[config.mk]
export PLATFORM = sky130hd
export DESIGN_NAME = iso_us_top
export DESIGN_NICKNAME = d
export VERILOG_FILES = /design/src/hdl/iso_axi_pkg.sv /design/src/hdl/iso_ctrl_pkg.sv /design/src/hdl/iso_ctrl_regs.sv /design/src/hdl/iso_us_fsm.sv /design/src/hdl/iso_write_align.sv /design/src/hdl/iso_resp_tracker.sv /design/src/hdl/iso_us_top.sv
export SDC_FILE = /design/constraint.sdc
export NUM_CORES = 1
export LEC_CHECK = 0
export ABC_AREA = 1
export BUFFER_PORTS_ARGS = -buffer_cell sky130_fd_sc_hd__buf_2
export CORE_MARGIN = 2
export CORE_UTILIZATION = 47
export CTS_CLUSTER_SIZE = 8
export DETAILED_ROUTE_END_ITERATION = 10
export PLACE_DENSITY = 0.81
export SYNTH_ARGS = -nofsm -noshare
export SYNTH_HDL_FRONTEND = slang
export SYNTH_SLANG_ARGS = --single-unit
[constraint.sdc]
create_clock -name clk -period 3.1 [get_ports clk]
set_clock_uncertainty 0.15 [all_clocks]
set_input_delay 0.93 -clock clk [delete_from_list [all_inputs] [get_ports clk]]
set_output_delay 0.93 -clock clk [all_outputs]
set_load 0.03 [all_outputs]
[src/hdl/iso_axi_pkg.sv]
// AXI write channel definitions for the upstream isolator
// holds the channel widths and the packed AW, W and B payloads
// shared by the isolator blocks and the testbench

package iso_axi_pkg;

  // width of the AXI write id
  localparam int id_w = 4;

  // address and data widths of the write path
  localparam int addr_w = 32;
  localparam int data_w = 32;

  // one strobe bit for every byte lane of the data bus
  localparam int strb_w = data_w / 8;

  // outstanding-write counter width, so up to 63 writes may wait for B
  localparam int cnt_w = 6;

  // write address payload
  // bursts are not supported, so only id and address travel on AW
  typedef struct packed {
    logic [id_w-1:0]   id;
    logic [addr_w-1:0] addr;
  } aw_t;

  // write data payload
  // every write is a single beat and WLAST is implied
  typedef struct packed {
    logic [data_w-1:0] data;
    logic [strb_w-1:0] strb;
  } w_t;

  // write response payload
  // resp keeps the AXI encoding, OKAY is 2'b00
  typedef struct packed {
    logic [id_w-1:0] id;
    logic [1:0]      resp;
  } b_t;

endpackage

[src/hdl/iso_ctrl_pkg.sv]
// Control definitions for the upstream isolator
// state encoding of the sequencer, the configuration register map
// and the layout of the status word

package iso_ctrl_pkg;

  // width of a configuration bus word
  localparam int cfg_w = 32;

  // sequencer states, in the order the isolation walks through them
  typedef enum logic [1:0] {
    normal      = 2'b00,
    align_write = 2'b01,
    isolate     = 2'b10,
    flush       = 2'b11
  } iso_state_e;

  // configuration register addresses
  // the fourth code is unmapped and reads back as zero
  typedef enum logic [1:0] {
    reg_ctrl   = 2'b00,
    reg_status = 2'b01,
    reg_count  = 2'b10
  } reg_addr_e;

  // status word returned from reg_status, zero extended to cfg_w
  // isolate_done sits in the top bit of the packed field
  typedef struct packed {
    logic                           isolate_done;
    iso_state_e                     state;
    logic [iso_axi_pkg::cnt_w-1:0]  out_cnt;
  } status_t;

endpackage

[src/hdl/iso_ctrl_regs.sv]
// Configuration registers of the upstream isolator
// reg_ctrl holds the isolate request bit, reg_status reports the
// sequencer state and outstanding writes, reg_count counts isolations

`timescale 1ns/1ps

module iso_ctrl_regs (
  input  logic                             clk,
  input  logic                             rst_n,
  input  logic                             cfg_wr,
  input  logic                             cfg_rd,
  input  iso_ctrl_pkg::reg_addr_e          cfg_addr,
  input  logic [iso_ctrl_pkg::cfg_w-1:0]   cfg_wdata,
  output logic [iso_ctrl_pkg::cfg_w-1:0]   cfg_rdata,
  output logic                             iso_req,
  input  logic                             iso_done,
  input  iso_ctrl_pkg::iso_state_e         state,
  input  logic [iso_axi_pkg::cnt_w-1:0]    out_cnt
);

  iso_ctrl_pkg::status_t                status;
  logic [iso_ctrl_pkg::cfg_w-1:0]       status_word;
  logic [iso_ctrl_pkg::cfg_w-1:0]       iso_cnt;
  logic                                 iso_done_q;

  // live status snapshot, the upper bits of the word read as zero
  assign status.isolate_done = iso_done;
  assign status.state        = state;
  assign status.out_cnt      = out_cnt;
  assign status_word = {{(iso_ctrl_pkg::cfg_w - $bits(iso_ctrl_pkg::status_t)){1'b0}}, status};

  // the request bit follows bit 0 of a write to reg_ctrl
  // iso_done is edge detected so each finished isolation counts once
  always_ff @(posedge clk) begin
    if (!rst_n) begin
      iso_req    <= 1'b0;
      iso_cnt    <= '0;
      iso_done_q <= 1'b0;
    end else begin
      iso_done_q <= iso_done;
      if (cfg_wr && (cfg_addr == iso_ctrl_pkg::reg_ctrl)) begin
        iso_req <= cfg_wdata[0];
      end
      if (iso_done && !iso_done_q) begin
        iso_cnt <= iso_cnt + 1'b1;
      end
    end
  end

  // read data is registered and valid the cycle after the strobe
  always_ff @(posedge clk) begin
    if (cfg_rd) begin
      case (cfg_addr)
        iso_ctrl_pkg::reg_ctrl:   cfg_rdata <= {{(iso_ctrl_pkg::cfg_w-1){1'b0}}, iso_req};
        iso_ctrl_pkg::reg_status: cfg_rdata <= status_word;
        iso_ctrl_pkg::reg_count:  cfg_rdata <= iso_cnt;
        default:                  cfg_rdata <= '0;
      endcase
    end
  end

  // the configuration master issues one access per cycle
  a_no_wr_rd_same_cycle: assert property (@(posedge clk) disable iff (!rst_n)
    !(cfg_wr && cfg_rd));

endmodule

[src/hdl/iso_us_fsm.sv]
// Upstream isolator sequencer
// blocks new writes and aligns AW with W, then waits for the
// downstream side to drain and holds until the request is dropped

`timescale 1ns/1ps

module iso_us_fsm (
  input  logic                      clk,
  input  logic                      rst_n,
  input  logic                      iso_req,
  output logic                      iso_done,
  output logic                      hold_req,
  input  logic                      align_done,
  output logic                      trk_req,
  input  logic                      trk_done,
  output iso_ctrl_pkg::iso_state_e  state
);

  iso_ctrl_pkg::iso_state_e state_next;

  // state register, every transition lands one cycle after its condition
  always_ff @(posedge clk) begin
    if (!rst_n) begin
      state <= iso_ctrl_pkg::normal;
    end else begin
      state <= state_next;
    end
  end

  // next state and the level outputs decoded from the current state
  always_comb begin
    state_next = state;
    hold_req   = 1'b0;
    trk_req    = 1'b0;
    iso_done   = 1'b0;
    unique case (state)
      iso_ctrl_pkg::normal: begin
        // traffic passes freely until software asks for isolation
        if (iso_req) begin
          state_next = iso_ctrl_pkg::align_write;
        end
      end
      iso_ctrl_pkg::align_write: begin
        // new writes are held while the lagging channel catches up
        hold_req = 1'b1;
        if (align_done) begin
          state_next = iso_ctrl_pkg::isolate;
        end
      end
      iso_ctrl_pkg::isolate: begin
        // isolation is reported from here on, the tracker checks for drain
        hold_req = 1'b1;
        trk_req  = 1'b1;
        iso_done = 1'b1;
        if (!iso_req && trk_done) begin
          state_next = iso_ctrl_pkg::flush;
        end
      end
      iso_ctrl_pkg::flush: begin
        // stay held until the tracker has answered the dropped request
        hold_req = 1'b1;
        iso_done = 1'b1;
        if (!trk_done) begin
          state_next = iso_ctrl_pkg::normal;
        end
      end
      default: begin
        state_next = iso_ctrl_pkg::normal;
      end
    endcase
  end

  // the state register never carries an unknown code
  a_state_legal: assert property (@(posedge clk) disable iff (!rst_n)
    !$isunknown(state));

endmodule

[src/hdl/iso_write_align.sv]
// AW and W alignment gate of the upstream isolator
// passes both channels straight through in normal operation and under
// hold lets only the lagging channel move until every address has its data

`timescale 1ns/1ps

module iso_write_align (
  input  logic               clk,
  input  logic               rst_n,
  input  logic               hold_req,
  output logic               align_done,
  input  iso_axi_pkg::aw_t   us_aw,
  input  logic               us_aw_valid,
  output logic               us_aw_ready,
  input  iso_axi_pkg::w_t    us_w,
  input  logic               us_w_valid,
  output logic               us_w_ready,
  output iso_axi_pkg::aw_t   ds_aw,
  output logic               ds_aw_valid,
  input  logic               ds_aw_ready,
  output iso_axi_pkg::w_t    ds_w,
  output logic               ds_w_valid,
  input  logic               ds_w_ready
);

  // accepted AW beats minus accepted W beats, positive means W is behind
  logic signed [iso_axi_pkg::cnt_w:0] balance;
  logic                               bal_zero;
  logic                               bal_neg;
  logic                               bal_max;
  logic                               bal_min;
  logic                               aw_open;
  logic                               w_open;
  logic                               aw_fire;
  logic                               w_fire;

  assign bal_zero = (balance == '0);
  assign bal_neg  = balance[iso_axi_pkg::cnt_w];
  assign bal_max  = !bal_neg && (&balance[iso_axi_pkg::cnt_w-1:0]);
  assign bal_min  = bal_neg && !(|balance[iso_axi_pkg::cnt_w-1:0]);

  // under hold only the channel that is behind may move
  // an AW opens when data ran ahead, a W opens when an address waits
  assign aw_open = !hold_req || bal_neg;
  assign w_open  = !hold_req || (!bal_neg && !bal_zero);

  // payloads always pass, only the handshake is gated
  assign ds_aw       = us_aw;
  assign ds_w        = us_w;
  assign ds_aw_valid = us_aw_valid && aw_open;
  assign us_aw_ready = ds_aw_ready && aw_open;
  assign ds_w_valid  = us_w_valid && w_open;
  assign us_w_ready  = ds_w_ready && w_open;

  assign aw_fire = ds_aw_valid && ds_aw_ready;
  assign w_fire  = ds_w_valid && ds_w_ready;

  // alignment is complete once hold is up and nothing is unbalanced
  assign align_done = hold_req && bal_zero;

  always_ff @(posedge clk) begin
    if (!rst_n) begin
      balance <= '0;
    end else begin
      // an AW and a W in the same cycle leave the balance unchanged
      case ({aw_fire, w_fire})
        2'b10:   balance <= balance + 1'b1;
        2'b01:   balance <= balance - 1'b1;
        default: balance <= balance;
      endcase
    end
  end

  // the balance must never wrap past either end of its signed range
  a_balance_range: assert property (@(posedge clk) disable iff (!rst_n)
    !(aw_fire && !w_fire && bal_max) && !(w_fire && !aw_fire && bal_min));

endmodule

[src/hdl/iso_resp_tracker.sv]
// Outstanding write tracker of the upstream isolator
// counts writes sent downstream that still wait for B and answers
// a drain request once the count has reached zero

`timescale 1ns/1ps

module iso_resp_tracker (
  input  logic                           clk,
  input  logic                           rst_n,
  input  logic                           aw_fire,
  input  logic                           b_fire,
  input  logic                           trk_req,
  output logic                           trk_done,
  output logic [iso_axi_pkg::cnt_w-1:0]  out_cnt
);

  logic [iso_axi_pkg::cnt_w-1:0] cnt_next;
  logic                          cnt_zero;

  assign cnt_zero = (out_cnt == '0);

  // an address and a response in the same cycle cancel out
  always_comb begin
    case ({aw_fire, b_fire})
      2'b10:   cnt_next = out_cnt + 1'b1;
      2'b01:   cnt_next = out_cnt - 1'b1;
      default: cnt_next = out_cnt;
    endcase
  end

  always_ff @(posedge clk) begin
    if (!rst_n) begin
      out_cnt  <= '0;
      trk_done <= 1'b0;
    end else begin
      out_cnt <= cnt_next;
      // done follows the request, gated by an empty count on the way up
      // new addresses are blocked under hold so the count stays at zero
      if (!trk_req) begin
        trk_done <= 1'b0;
      end else if (cnt_zero) begin
        trk_done <= 1'b1;
      end
    end
  end

  // a response always belongs to a write counted earlier
  a_no_b_at_zero: assert property (@(posedge clk) disable iff (!rst_n)
    b_fire |-> !cnt_zero);

  // the counter has no saturation logic, so it must never be driven past full
  a_cnt_no_overflow: assert property (@(posedge clk) disable iff (!rst_n)
    (aw_fire && !b_fire) |-> !(&out_cnt));

endmodule

[src/hdl/iso_us_top.sv]
// Upstream AXI write isolator
// joins the configuration registers, the sequencer, the AW/W aligner
// and the outstanding write tracker, B is routed straight through

`timescale 1ns/1ps

module iso_us_top (
  input  logic                             clk,
  input  logic                             rst_n,
  // configuration port
  input  logic                             cfg_wr,
  input  logic                             cfg_rd,
  input  iso_ctrl_pkg::reg_addr_e          cfg_addr,
  input  logic [iso_ctrl_pkg::cfg_w-1:0]   cfg_wdata,
  output logic [iso_ctrl_pkg::cfg_w-1:0]   cfg_rdata,
  // upstream manager side
  input  iso_axi_pkg::aw_t                 us_aw,
  input  logic                             us_aw_valid,
  output logic                             us_aw_ready,
  input  iso_axi_pkg::w_t                  us_w,
  input  logic                             us_w_valid,
  output logic                             us_w_ready,
  output iso_axi_pkg::b_t                  us_b,
  output logic                             us_b_valid,
  input  logic                             us_b_ready,
  // downstream subordinate side
  output iso_axi_pkg::aw_t                 ds_aw,
  output logic                             ds_aw_valid,
  input  logic                             ds_aw_ready,
  output iso_axi_pkg::w_t                  ds_w,
  output logic                             ds_w_valid,
  input  logic                             ds_w_ready,
  input  iso_axi_pkg::b_t                  ds_b,
  input  logic                             ds_b_valid,
  output logic                             ds_b_ready
);

  logic                           iso_req;
  logic                           iso_done;
  logic                           hold_req;
  logic                           align_done;
  logic                           trk_req;
  logic                           trk_done;
  logic                           aw_fire;
  logic                           b_fire;
  logic [iso_axi_pkg::cnt_w-1:0]  out_cnt;
  iso_ctrl_pkg::iso_state_e       state;

  // B is never gated so outstanding writes can always drain
  assign us_b       = ds_b;
  assign us_b_valid = ds_b_valid;
  assign ds_b_ready = us_b_ready;

  // the tracker counts handshakes seen on the downstream side
  assign aw_fire = ds_aw_valid && ds_aw_ready;
  assign b_fire  = ds_b_valid && ds_b_ready;

  iso_ctrl_regs u_regs (
    .clk, .rst_n, .cfg_wr, .cfg_rd, .cfg_addr, .cfg_wdata, .cfg_rdata,
    .iso_req, .iso_done, .state, .out_cnt
  );

  iso_us_fsm u_fsm (
    .clk, .rst_n, .iso_req, .iso_done, .hold_req, .align_done,
    .trk_req, .trk_done, .state
  );

  iso_write_align u_align (
    .clk, .rst_n, .hold_req, .align_done,
    .us_aw, .us_aw_valid, .us_aw_ready, .us_w, .us_w_valid, .us_w_ready,
    .ds_aw, .ds_aw_valid, .ds_aw_ready, .ds_w, .ds_w_valid, .ds_w_ready
  );

  iso_resp_tracker u_trk (
    .clk, .rst_n, .aw_fire, .b_fire, .trk_req, .trk_done, .out_cnt
  );

endmodule

# Yosys cells after proc, flatten, opt, wreduce, memory -nomap -nowiden
# Cells that the tools add are included.
# word_totals
in_bits	122
rom_bits	0
latchBits	0
word_cells	66
out_inout_bits	116
regBits	82
memories	0
ram_bits	0
# classes
n_eq_ne	13
n_bitwise	0
n_mul	0
magnitude_cmp	0
muxes	11
n_shift	0
n_div	0
n_addsub	5
n_reduce_logical	29
# op_table
operator	n
32-bit one-hot mux with 3 select lines	1
32-bit by 1-bit adder with 32-bit output (second input constant)	1
7-bit one-hot mux with 2 select lines	1
1-bit logical AND	12
6-bit one-hot mux with 2 select lines	1
2-bit == test (second input constant)	5
2-bit by 1-bit == test with 1-bit output (second input constant)	4
2-bit 2-to-1 mux	4
2-bit one-hot mux with 4 select lines	1
7-bit by 1-bit adder with 7-bit output (second input constant)	1
7-bit zero test	1
7-bit by 1-bit subtractor with 7-bit output (second input constant)	1
6-bit by 1-bit adder with 6-bit output (second input constant)	1
6-bit zero test	1
2-bit inequality test (second input constant)	3
6-bit by 1-bit subtractor with 6-bit output (second input constant)	1
1-bit zero test	5
2-bit zero test	2
4-bit AND reduction	1
2-bit nonzero test	2
1-bit 2-to-1 mux	3
3-bit OR reduction	1
1-bit logical OR	2
2-bit by 1-bit inequality test with 1-bit output (second input constant)	1
other kinds (2)	2

# Logic depth before layout (Yosys ltp)
# Gate-level depths: netlist of the first run.
# logic_depth
word_depth	9
mapped_depth	17
depth_no_buf	17

# Cells and area by module
# Synthesis of the first run repeated with hierarchy kept, for this count alone.
# hier_totals
hier_cells	698
hier_area_um2	5183.7
# modules_own_cells
module	instances	area_each_um2	seq_area_each_um2	cells_each
iso_ctrl_regs	1	3188.1	1641.6	393
iso_write_align	1	1156.1	140.1	170
iso_resp_tracker	1	539.3	140.1	90
iso_us_fsm	1	225.2	40.0	33
iso_us_top	1	75.1	0.0	12

# Least setup slack after synthesis of the first run
# Ideal clock, no wire load.
# synth_path
path_type	in2reg
start	input ds_aw_ready
end	register u_align.balance[6] (netlist bit)
required_time_ns	2.841
arrival_ns	2.808
setup_time_ns	0.109
n_path_buf	0
path_stages	12
setup_slack_ns	0.032
path_cell_list	inv_1 > nor2_1 > nand2_1 > ha_1 > ha_1 > nand2_1 > o21ai_0 > nand2_1 > nand3_1 > nand3_1 > nand2_1 > inv_1
# synth_via
elab_chain_cells	3
elab_cells_between_ends	5
cone_classes	eq/ne: 2; mux: 1; reduce/logical: 2
# synth_lines
element	line	source
start, declared	iso_us_top.sv:29	input logic ds_aw_ready,
1-bit logical AND *	iso_write_align.sv:55	assign aw_fire = ds_aw_valid && ds_aw_ready;
2-bit by 1-bit == test with 1-bit output or 2-bit == test (tied branches)	iso_write_align.sv:66	case ({aw_fire, w_fire})
7-bit one-hot mux with 2 select lines or 2-bit nonzero test (tied branches)	--	
end signal, assigned	iso_write_align.sv:67	2'b10: balance <= balance + 1'b1;
end signal, assigned	iso_write_align.sv:68	2'b01: balance <= balance - 1'b1;
end signal, assigned	iso_write_align.sv:69	default: balance <= balance;
end, declared	iso_write_align.sv:27	logic signed [iso_axi_pkg::cnt_w:0] balance;
# Every way passes the cells marked *; elsewhere a longest branch is shown, timed or not.
# A chain may end at the register's enable or synchronous reset.

# Final worst setup path of the first run
# layout_path
start	register u_fsm.state[1]
end	output ds_w_valid
# layout_via
elab_chain_cells	6
elab_cells_between_ends	8
cone_classes	eq/ne: 3; mux: 1; reduce/logical: 4
# layout_lines
element	line	source
start, declared	iso_us_fsm.sv:16	output iso_ctrl_pkg::iso_state_e state
start signal, assigned	iso_us_fsm.sv:24	state <= iso_ctrl_pkg::normal;
start signal, assigned	iso_us_fsm.sv:26	state <= state_next;
2-bit by 1-bit == test with 1-bit output or 2-bit == test (tied branches)	iso_us_fsm.sv:36	unique case (state)
3-bit OR reduction (no source line) *	--	
1-bit 2-to-1 mux *	iso_us_fsm.sv:36	
1-bit zero test *	iso_write_align.sv:45	assign w_open = !hold_req || (!bal_neg && !bal_zero);
1-bit logical OR *	iso_write_align.sv:45	
1-bit logical AND *	iso_write_align.sv:52	assign ds_w_valid = us_w_valid && w_open;
end, declared	iso_us_top.sv:31	output logic ds_w_valid,
# Marks and branches as above.

==> results of run 1 <==
[worst max-delay path, cell delays in order (launching register included)]
cell and delay (ns):
dfxtp_1 0.38, inv_1 0.13, ha_2 0.22, nor2_2 0.13
nand4_1 0.14, o21ai_0 0.16, nor2_1 0.09, buf_2 0.19
[cell type report]
| cell class | instances | area (sq um) | area share |
|---|---|---|---|
| flip-flops and latches | 82 | 1960 | 0.403 |
| clock inverters | 1 | 5.00 | 0.00103 |
| inverters | 96 | 360 | 0.0740 |
| multi-input cells | 356 | 1900 | 0.391 |
| well taps | 136 | 170 | 0.0350 |
| clock buffers | 15 | 188 | 0.0386 |
| repair buffers | 54 | 280 | 0.0576 |
[report_power, final]
part / switching, mW / leakage (nW) / internal, mW
registers: 0.0632 / 0.744 / 1.20
clock network: 0.365 / 0.0989 / 0.384
logic: 0.447 / 1.21 / 0.235
total: 0.876 / 2.05 / 1.82
[synth_stat cells]
| library cell | n |
|---|---|
| nor3_2 | 1 |
| ha_1 | 17 |
| nor2_8 | 1 |
| a21oi_1 | 35 |
| nand3_1 | 43 |
| nor2_1 | 87 |
| inv_1 | 95 |
| o211ai_1 | 1 |
| nand3_2 | 1 |
| clkbuf_1 | 8 |
| dfxtp_1 | 50 |
| o21ai_0 | 30 |
| a31oi_1 | 1 |
| buf_4 | 80 |
| nand4_1 | 9 |
| fa_1 | 2 |
| nand2_1 | 83 |
| nor3_1 | 8 |
| buf_6 | 1 |
| o21bai_1 | 1 |
| a211oi_1 | 1 |
| buf_2 | 1 |
| clkinv_1 | 1 |
| edfxtp_1 | 32 |
| a21boi_0 | 1 |
| o22ai_1 | 7 |
| nand3_4 | 3 |
| nor2_4 | 4 |
| xnor2_1 | 2 |
| o221ai_1 | 1 |
| nor2_2 | 10 |
| xor2_1 | 6 |
| o21a_1 | 1 |
[flip-flops by register name, summed over array words and instances (netlist names)]
| signal | flops |
|---|---|
| u_align.balance | 7 |
| u_regs.iso_done_q | 1 |
| u_regs.iso_cnt | 32 |
| u_regs.cfg_rdata | 32 |
| u_regs.iso_req | 1 |
| u_trk.out_cnt | 6 |
| u_trk.trk_done | 1 |
| u_fsm.state | 2 |
[metal layers]
layer	wire length, um	GRT usage	vias to the layer above	share of wire
li1	-	-	1865	-
met1	4000	0.214	1724	0.34
met2	5820	0.378	177	0.50
met3	1600	0.113	22	0.14
met4	285	0.0855	0	0.024
met5	0	0	-	0
[what timing repair did]
action / 4_1_cts / 5_1_grt
hold endpoints to repair: 0 / 0
endpoints found under the setup margin: 0 / 7
setup buffers: 0 / 1
gates resized for setup: 0 / 5
[metrics by stage]
stage	power [mW]	util	setup TNS [ns]	hold WS (ns)	cell area (sq um)
floorplan	1.96	-	0	0.297	4860
global placement	1.90	0.457	0	0.313	4660
detailed placement	1.95	0.457	0	0.326	4660
CTS	2.69	0.476	0	0.338	4850
global route	2.85	0.478	-0.00247	0.364	4870
finish	2.69	0.478	0	0.340	4870
[cells by family (layout without fill, tap and decap cells)]
| group | after synthesis | in the layout | synth area share |
|---|---|---|---|
| AND/OR/NAND/NOR | 250 | 250 | 0.236 |
| XOR/XNOR | 8 | 8 | 0.0144 |
| adder cells (fa/ha/maj) | 19 | 19 | 0.0520 |
| buffers and inverters | 186 | 166 | 0.207 |
| AO/OA/AOI/OAI | 79 | 79 | 0.0867 |
| flip-flops | 82 | 82 | 0.403 |
[worst max-delay path by stage]
| stage | to | slack (ns) | cells past startpoint |
|---|---|---|---|
| 2_1_floorplan | u_align.balance[6] | 0.03 | 12 |
| 3_3_place_gp | u_align.balance[6] | 0.18 | 12 |
| 3_5_place_dp | u_align.balance[6] | 0.12 | 12 |
| 4_1_cts | ds_w_valid | 0.08 | 7 |
| 5_1_grt | u_align.balance[6] | -0.002 | 15 |
| 6_report | ds_w_valid | 0.20 | 7 |
==> run_results.csv, run 1 <==
group,metric,value,unit
run_status,status,"completed",
critical_path,critPathCaptureType,"output pin",
global_route,grt_pass1_vias,3635,
sta,layout_min_cycle_time,2.90,ns
layout,num-fill-cells,968,
layout,layout_commonest_cell,"inv_1",
critical_path,r2r_end,"u_align.balance[6]",
clock_tree,hold_buffers,0,
global_route,grt_overflow,0,
layout,n_antenna_cell,0,
sta,tightest_slew,0.682,ns
worst_hold_path,holdPathStages,2,
synth,syn-num-nets,765,
global_route,antenna_found_initial,0,
sta,slew_headroom,0.545,
floorplanning,row_count,37,
critical_path,arrival,1.82,ns
clock_tree,cts_sinks,82,
synth,syn_avg_cell_area,7.79,sq um
route,drc,0,
clock_tree,htreeDepth,3,
synth,syn_area,0.00486,sq mm
layout,final_cell_mix,"inv_1, nor2_1, nand2_1",
critical_path,r2r-start,"u_fsm.state[1]",
critical_path,critPathRequiredTime,2.02,ns
sta,setup_violations,0,
worst_hold_path,hp-start,"u_trk.trk_done",
route,ant_nets,0,
synth,yosysTopAreaCellShare,0.206,
critical_path,cp_max_fo,4,
clock_tree,cts_buffer_depth,2,
placement,dp_hpwl,9480,um
sta,fmax,345,MHz
route,dr.first_iter.drc_count,221,
placement,pre_cts_ws,0.120,ns
synth,syn_inst,624,
route,via_count,3788,
run,drv_cap,0,
placement,gp_congestion,0.910,
worst_hold_path,hp-class,"register to register",
clock_tree,root_buffer,"clkbuf_8",
clock_tree,cts_tree,"yes",
global_route,track_usage,0.216,
layout,drive_gt1_frac,0.151,
sta,slew_viol_final,0,
global_route,grt_pass1_wl,18700,um
route,via_per_inst,5.12,
floorplanning,pin_count,238,
synth,synth_top_area_cell,"dfxtp_1",
global_route,grt_start_max_net_pins,34,
clock_tree,clk_pin_slew_worst_paths,0.08,ns
placement,portBuffers,50,
layout,nets,740,
layout,final-instance-count-excl-fill,740,
floorplanning,die_x,106,um
clock_tree,clk_latency,0.36,ns
critical_path,rrSetupSlack,0.29,ns
route,dr.pass1.iters,5,
critical_path,path_class,"register to output pin",
route,wl,11700,um
floorplanning,start_util,0.478,
clock_tree,cts_buffers,9,
power,power.density,553,mW/mm^2
sta,hold_violations,0,
route,routedWlPerCell,15.8,um
synth,ys_seq_area_frac,0.403,
sta,fin_crit_sh,0.934,
synth,synth_cell_types,33,
critical_path,cp-startpoint,"u_fsm.state[1]",
synth,synth.area.top_cells,"dfxtp_1, edfxtp_1, buf_4",
layout,area_growth,0.0772,%
sta,setup_ws,0.204,ns
power,p_leak,2.05,nW
synth,yosysWarnings,0,
placement,dp_cells,723,
critical_path,worstRegToRegCells,15,
floorplanning,core_area,0.0102,sq mm
worst_hold_path,holdPathEnd,"u_trk.trk_done",
floorplanning,die_area,0.0112,sq mm
floorplanning,die_h,106,um
critical_path,startpoint_type,"register",
synth,synth-seq-cells,82,
power,ir_drop,196,uV
Note: power is estimated with default switching activity, not from simulation.
==> run 2, diff against run 1 <==
CORE_UTILIZATION = 50   (was 47)
PLACE_DENSITY = 0.86   (was 0.81)
clock period = 3.4 ns   (was 3.1 ns; I/O delays follow)
==> run 2 against run 1 <==
Worst hold slack improved by 0.017 ns; cell count fell by 0.95%; die area fell by 5.8%.
==> run_results.csv, run 2 (synthesized netlist as in run 1, its figures left out) <==
group,metric,value,unit
critical_path,arrival,2.09,ns
sta,fin_crit_sh,0.959,
route,top_layer_used,"met4",
route,wl_met2,5760,um
clock_tree,clk_latency,0.36,ns
global_route,grt_start_max_net_pins,33,
power,total_power,2.62,mW
power,power.density,534,mW/mm^2
layout,nets,740,
sta,tightest_slew,0.680,ns
global_route,grt_overflow,0,
layout,drive_gt1_frac,0.149,
route,via_count,3834,
floorplanning,die_area,0.0105,sq mm
sta,setup_violations,0,
critical_path,rrSetupSlack,0.20,ns
run_status,status,"completed",
layout,n_antenna_cell,0,
critical_path,startpoint_type,"register",
layout,num-fill-cells,839,
floorplanning,pin_count,238,
power,ir_drop,230,uV
layout,final_cell_mix,"inv_1, nor2_1, nand2_1",
route,route.met3.wl,1590,um
layout,area_growth,0.823,%
clock_tree,hold_buffers,0,
power,p_sw,0.827,mW
floorplanning,row_count,35,
sta,rsz0062_at_grt,"false",
layout,fin_area,0.00490,sq mm
power,p_seq_frac,0.440,
power,p_leak,2.07,nW
worst_hold_path,holdPathStages,2,
floorplanning,start_util,0.521,
critical_path,path_class,"register to output pin",
sta,hold_violations,0,
clock_tree,cts_buffer_depth,2,
route,dr.first_iter.drc_count,271,
critical_path,worstRegToRegCells,15,
route,dr.pass1.iters,5,
placement,portBuffers,50,
placement,dpl_cell_area,0.00466,sq mm
clock_tree,clk_pin_slew_worst_paths,0.09,ns
route,ant_nets,0,
route,drc,0,
critical_path,critPathRequiredTime,2.23,ns
global_route,track_usage,0.223,
power,pwr-share-comb,0.237,
power,p_int,1.79,mW
global_route,grt_pass1_wl,17800,um
sta,slew_viol_final,0,
clock_tree,root_buffer,"clkbuf_8",
clock_tree,htreeDepth,3,
floorplanning,core_area,0.00933,sq mm
sta,fmax,307,MHz
clock_tree,cts_buffers,9,
sta,setup_tns,0,ns
route,wl,11400,um
layout,reg.largest.list,"u_regs.cfg_rdata (32), u_regs.iso_cnt (32), u_align.balance (7)",
global_route,grt_pass1_vias,3758,
power,pwr-share-clk,0.323,
clock_tree,cts_tree,"yes",
floorplanning,die_h,103,um
placement,gp_congestion,0.877,
layout,final-instance-count-excl-fill,733,
route,routedWlPerCell,15.5,um
worst_hold_path,hp-class,"register to register",
critical_path,critPathCaptureType,"output pin",
route,via_per_inst,5.23,
global_route,antenna_found_initial,0,
run,drv_cap,0,
layout,layout_commonest_cell,"inv_1",
sta,slew_headroom,0.547,
critical_path,cp_max_fo,5,
sta,layout_min_cycle_time,3.26,ns
floorplanning,die_x,103,um
placement,dp_hpwl,8850,um
clock_tree,cts_sinks,82,
power,swShare,0.316,
route,wl_met1,3650,um
placement,dp_cells,717,
-- run 2: power by group through the flow --
| stage | registers, mW | clock network [mW] | logic (mW) |
|---|---|---|---|
| 2_1_floorplan | 1.19 | 0 | 0.596 |
| 3_3_place_gp | 1.17 | 0 | 0.564 |
| 3_5_place_dp | 1.17 | 0 | 0.604 |
| 4_1_cts | 1.15 | 0.856 | 0.612 |
| 5_1_grt | 1.16 | 0.894 | 0.695 |
| 6_report | 1.15 | 0.846 | 0.619 |
-- run 2: routing by layer --
metal | track usage | up-vias
met5 | 0 | -
met4 | 0.126 | 0
met3 | 0.125 | 42
met2 | 0.381 | 229
met1 | 0.211 | 1699
li1 | - | 1864
-- run 2: layout make-up --
class	count	area [sq um]	share of cell area
multi-input cells	356	1900	0.387
clock buffers	10	128	0.0260
inverters	96	360	0.0735
repair buffers	54	280	0.0572
well taps	129	161	0.0329
flip-flops and latches	82	1960	0.400
clock inverters	6	115	0.0235
-- run 2: per-stage QoR --
stage          hold slack [ns]  worst slack [ns]   util
3_5_place_dp             0.323             0.183  0.499
2_1_floorplan            0.297             0.242      -
4_1_cts                  0.344             0.159  0.525
6_report                 0.356             0.139  0.526
5_1_grt                  0.366            0.0248  0.526
3_3_place_gp             0.314             0.318  0.499
-- run 2: path summary, 6_finish.rpt --
path | start | to
min | u_trk.trk_done | u_trk.trk_done
max | u_fsm.state[0] | us_w_ready
max reg2reg | u_fsm.state[0] | u_align.balance[6]
min reg2reg | u_trk.trk_done | u_trk.trk_done
-- run 2: what timing repair did --
action,in CTS,in global routing
resized for setup,0,1
setup endpoints to repair,0,2
setup buffers,0,0
-- run 2: critical path, cell delays in order (launching register included) --
cell and delay [ns]:
dfxtp_1 0.40, inv_1 0.15, ha_1 0.28, nor2_1 0.27, nand4_1 0.17, o21ai_0 0.17
nor2_1 0.10, buf_2 0.19
==> run 3, diff against run 2 <==
CORE_UTILIZATION = 48   (was 50)
HOLD_SLACK_MARGIN = 0.1   (was default)
PLACE_DENSITY = 0.82   (was 0.86)
SYNTH_HIERARCHICAL = 1   (was default)
clock period = 3.5 ns   (was 3.4 ns; I/O delays follow)
==> run 3 against run 2 <==
Clock-buffer cell count decreased by 1; combinational power up 30%; worst setup slack improved by 0.43 ns; critical path depth unchanged; routed wire length is 14% lower; sequential cell count did not move; core utilization shrank 3.0 points; non-clock buffer count shrank 2; first-iteration DRC count down 29%; via count increased by 5.1%; die area grew 11%; design area up 5.2%; largest power group unchanged.
==> run_results.csv, run 3 <==
group,metric,value,unit
route,routedWlPerCell,12.0,um
layout,drive_gt1_frac,0.180,
floorplanning,start_util,0.498,
floorplanning,core_area,0.0104,sq mm
synth,yosysTopAreaCellShare,0.193,
global_route,grt_pass1_wl,16600,um
route,dr.first_iter.drc_count,193,
synth,synthSimpleGateAreaFrac,0.306,
synth,yosysWarnings,6,
power,ir_drop,310,uV
floorplanning,die_h,108,um
clock_tree,cts_buffer_depth,2,
worst_hold_path,hp-class,"register to register",
layout,fin_area,0.00516,sq mm
sta,tightest_slew,0.682,ns
layout,area_growth,-0.483,%
power,p_sw,1.01,mW
run,drv_cap,0,
run_status,status,"completed",
synth,syn_area,0.00518,sq mm
synth,synth_xor_area_frac,0.0169,
synth,syn-num-nets,836,
synth,ys.flop_type,"dfxtp_1",
synth,ys_seq_area_frac,0.378,
critical_path,crit_buf_inv,3,
power,pwr-share-clk,0.257,
placement,portBuffers,50,
power,total_power,2.64,mW
floorplanning,pin_count,238,
sta,setup_tns,0,ns
power,power.density,512,mW/mm^2
sta,fin_crit_sh,0.838,
clock_tree,htreeDepth,3,
layout,finish.utilization,0.495,
synth,synth_most_common_cell,"nand2_1",
synth,synth_cell_types,41,
sta,fmax,341,MHz
floorplanning,die_area,0.0116,sq mm
clock_tree,hold_buffers,0,
critical_path,startpoint_type,"register",
synth,synth.mux.area_fraction,0,
critical_path,crit_family,"flip-flops",
global_route,antenna_found_initial,0,
synth,syn_inst,698,
power,pwr-share-comb,0.303,
global_route,grt_start_max_net_pins,33,
synth,synth_top_family_by_area,"simple AND/OR/NAND/NOR gates",
layout,layout_commonest_cell,"nand2_1",
sta,setup_violations,0,
route,via_count,4030,
synth,synth.area.top_cells,"dfxtp_1, edfxtp_1, buf_4",
sta,slew_viol_final,0,
critical_path,cp_max_fo,5,
synth,synth_edf_count,32,
route,ant_nets,0,
route,drc,0,
placement,gp_congestion,0.885,
critical_path,arrival,1.73,ns
floorplanning,row_count,37,
placement,pre_cts_ws,0.314,ns
synth,synth_compound_area_frac,0.0584,
power,p_seq_frac,0.439,
clock_tree,cts_resized,0,
critical_path,max_stage_delay,0.42,ns
global_route,grt_overflow,0,
synth,synth-seq-cells,82,
clock_tree,cts_buffers,9,
critical_path,critPathRequiredTime,2.30,ns
sta,setup_ws,0.566,ns
critical_path,crit_top_cell,"inv_1",
layout,final_cell_mix,"nand2_1, nor2_1, inv_1",
critical_path,path_class,"register to output pin",
clock_tree,cts_tree,"yes",
route,via_per_inst,4.96,
clock_tree,cts_sinks,82,
critical_path,critPathCaptureType,"output pin",
clock_tree,clk_latency,0.37,ns
synth,syn_avg_cell_area,7.43,sq um
synth,synth_top_area_cell,"dfxtp_1",
clock_tree,root_buffer,"clkbuf_8",
sta,slew_headroom,0.545,
layout,num-fill-cells,1033,
sta,rsz0062_at_grt,"false",
clock_tree,cts_setup_buffers,0,
floorplanning,die_x,108,um
synth,synth_fa_ha_area_frac,0.0401,
critical_path,cp_slowest_cell,"dfxtp_1",
layout,n_antenna_cell,0,
power,p_leak,2.22,nW
layout,reg.largest.list,"u_regs/cfg_rdata (32), u_regs/iso_cnt (32), u_align/balance (7)",
power,p_int,1.63,mW
sta,layout_min_cycle_time,2.93,ns
placement,dpl_cell_area,0.00496,sq mm
global_route,track_usage,0.177,
power,swShare,0.382,
clock_tree,clk_pin_slew_worst_paths,0.09,ns
global_route,grt_pass1_vias,3652,
placement,dp_hpwl,7400,um
sta,hold_violations,0,
synth,synth_common_cells,"nand2_1, nor2_1, inv_1",
critical_path,cp_cell_sequence,"inv_1 > ha_1 > inv_1 > nand4_1 > nand2_1 > nor2_1 > buf_2",
synth,synth-async-reset-ratio,0,
route,wl,9780,um
layout,nets,810,
route,dr.pass1.iters,5,
run 3: cell types whose count changed in the layout (fill, tap and decap cells not counted), sizes merged, moves of 3 or more:
cell,before,now
or2,0,3
nand3,47,58
nand2,83,131
nor2,102,128
bufinv,3,0
nand4,9,12
o22ai,7,0
a21oi,35,23
o21ai,30,25
inv,95,103
run 3: power by group through the flow:
| stage | Sequential [mW] | Combinational (mW) | Clock [mW] |
|---|---|---|---|
| floorplan | 1.20 | 0.778 | 0 |
| global placement | 1.18 | 0.784 | 0 |
| detailed placement | 1.18 | 0.804 | 0 |
| CTS | 1.16 | 0.807 | 0.700 |
| global route | 1.18 | 0.907 | 0.741 |
| finish | 1.16 | 0.802 | 0.681 |
run 3: worst register-to-register path: cells and delay by family, from the launching register on:
family	cells	cell delay, ns
buf+inv	5	0.43
fa+ha+maj	3	0.95
flops	1	0.37
simple gates	9	0.87
run 3: area by class of cell:
cell class / instances / area, sq um / share of cell area
Multi-Input combinational cell: 425 / 2180 / 0.423
Tap cell: 136 / 170 / 0.0330
Sequential cell: 82 / 1960 / 0.380
Timing Repair Buffer: 52 / 265 / 0.0514
Clock buffer: 9 / 124 / 0.0240
Inverter: 102 / 383 / 0.0742
Clock inverter: 7 / 71.3 / 0.0138
run 3: cell families (layout without fill, tap and decap cells):
family                     count (synthesis)  after routing
and+or+nand+nor                          343            343
buffers and inverters                    191            170
DFF                                       82             82
AOI/OAI and AO/OA                         56             56
adders and majority gates                 16             16
xor gates and xnor gates                  10             10
run 3: metal layers:
metal / track usage / routed length [um] / up-vias
met3: 0.0563 / 744 / 33
met2: 0.286 / 4470 / 140
met5: 0 / 0 / -
met4: 0.0650 / 209 / 0
li1: - / - / 2078
met1: 0.223 / 4360 / 1779
run 3: per-stage QoR:
stage | std cells | hold WS, ns
after floorplan | 698 | 0.289
after global placement | 797 | 0.302
after detailed placement | 797 | 0.314
after CTS | 813 | 0.327
after global routing | 813 | 0.347
final | 813 | 0.322
run 3: final timing paths:
kind | startpoint | to | slack, ns | cells past startpoint
setup / recovery | u_fsm/state[0] | us_w_ready | 0.57 | 7
hold / removal | u_trk/trk_done | u_trk/trk_done | 0.32 | 2
hold reg to reg | u_trk/trk_done | u_trk/trk_done | 0.32 | 2
setup reg to reg | u_fsm/state[0] | u_align/balance[4] | 0.69 | 17
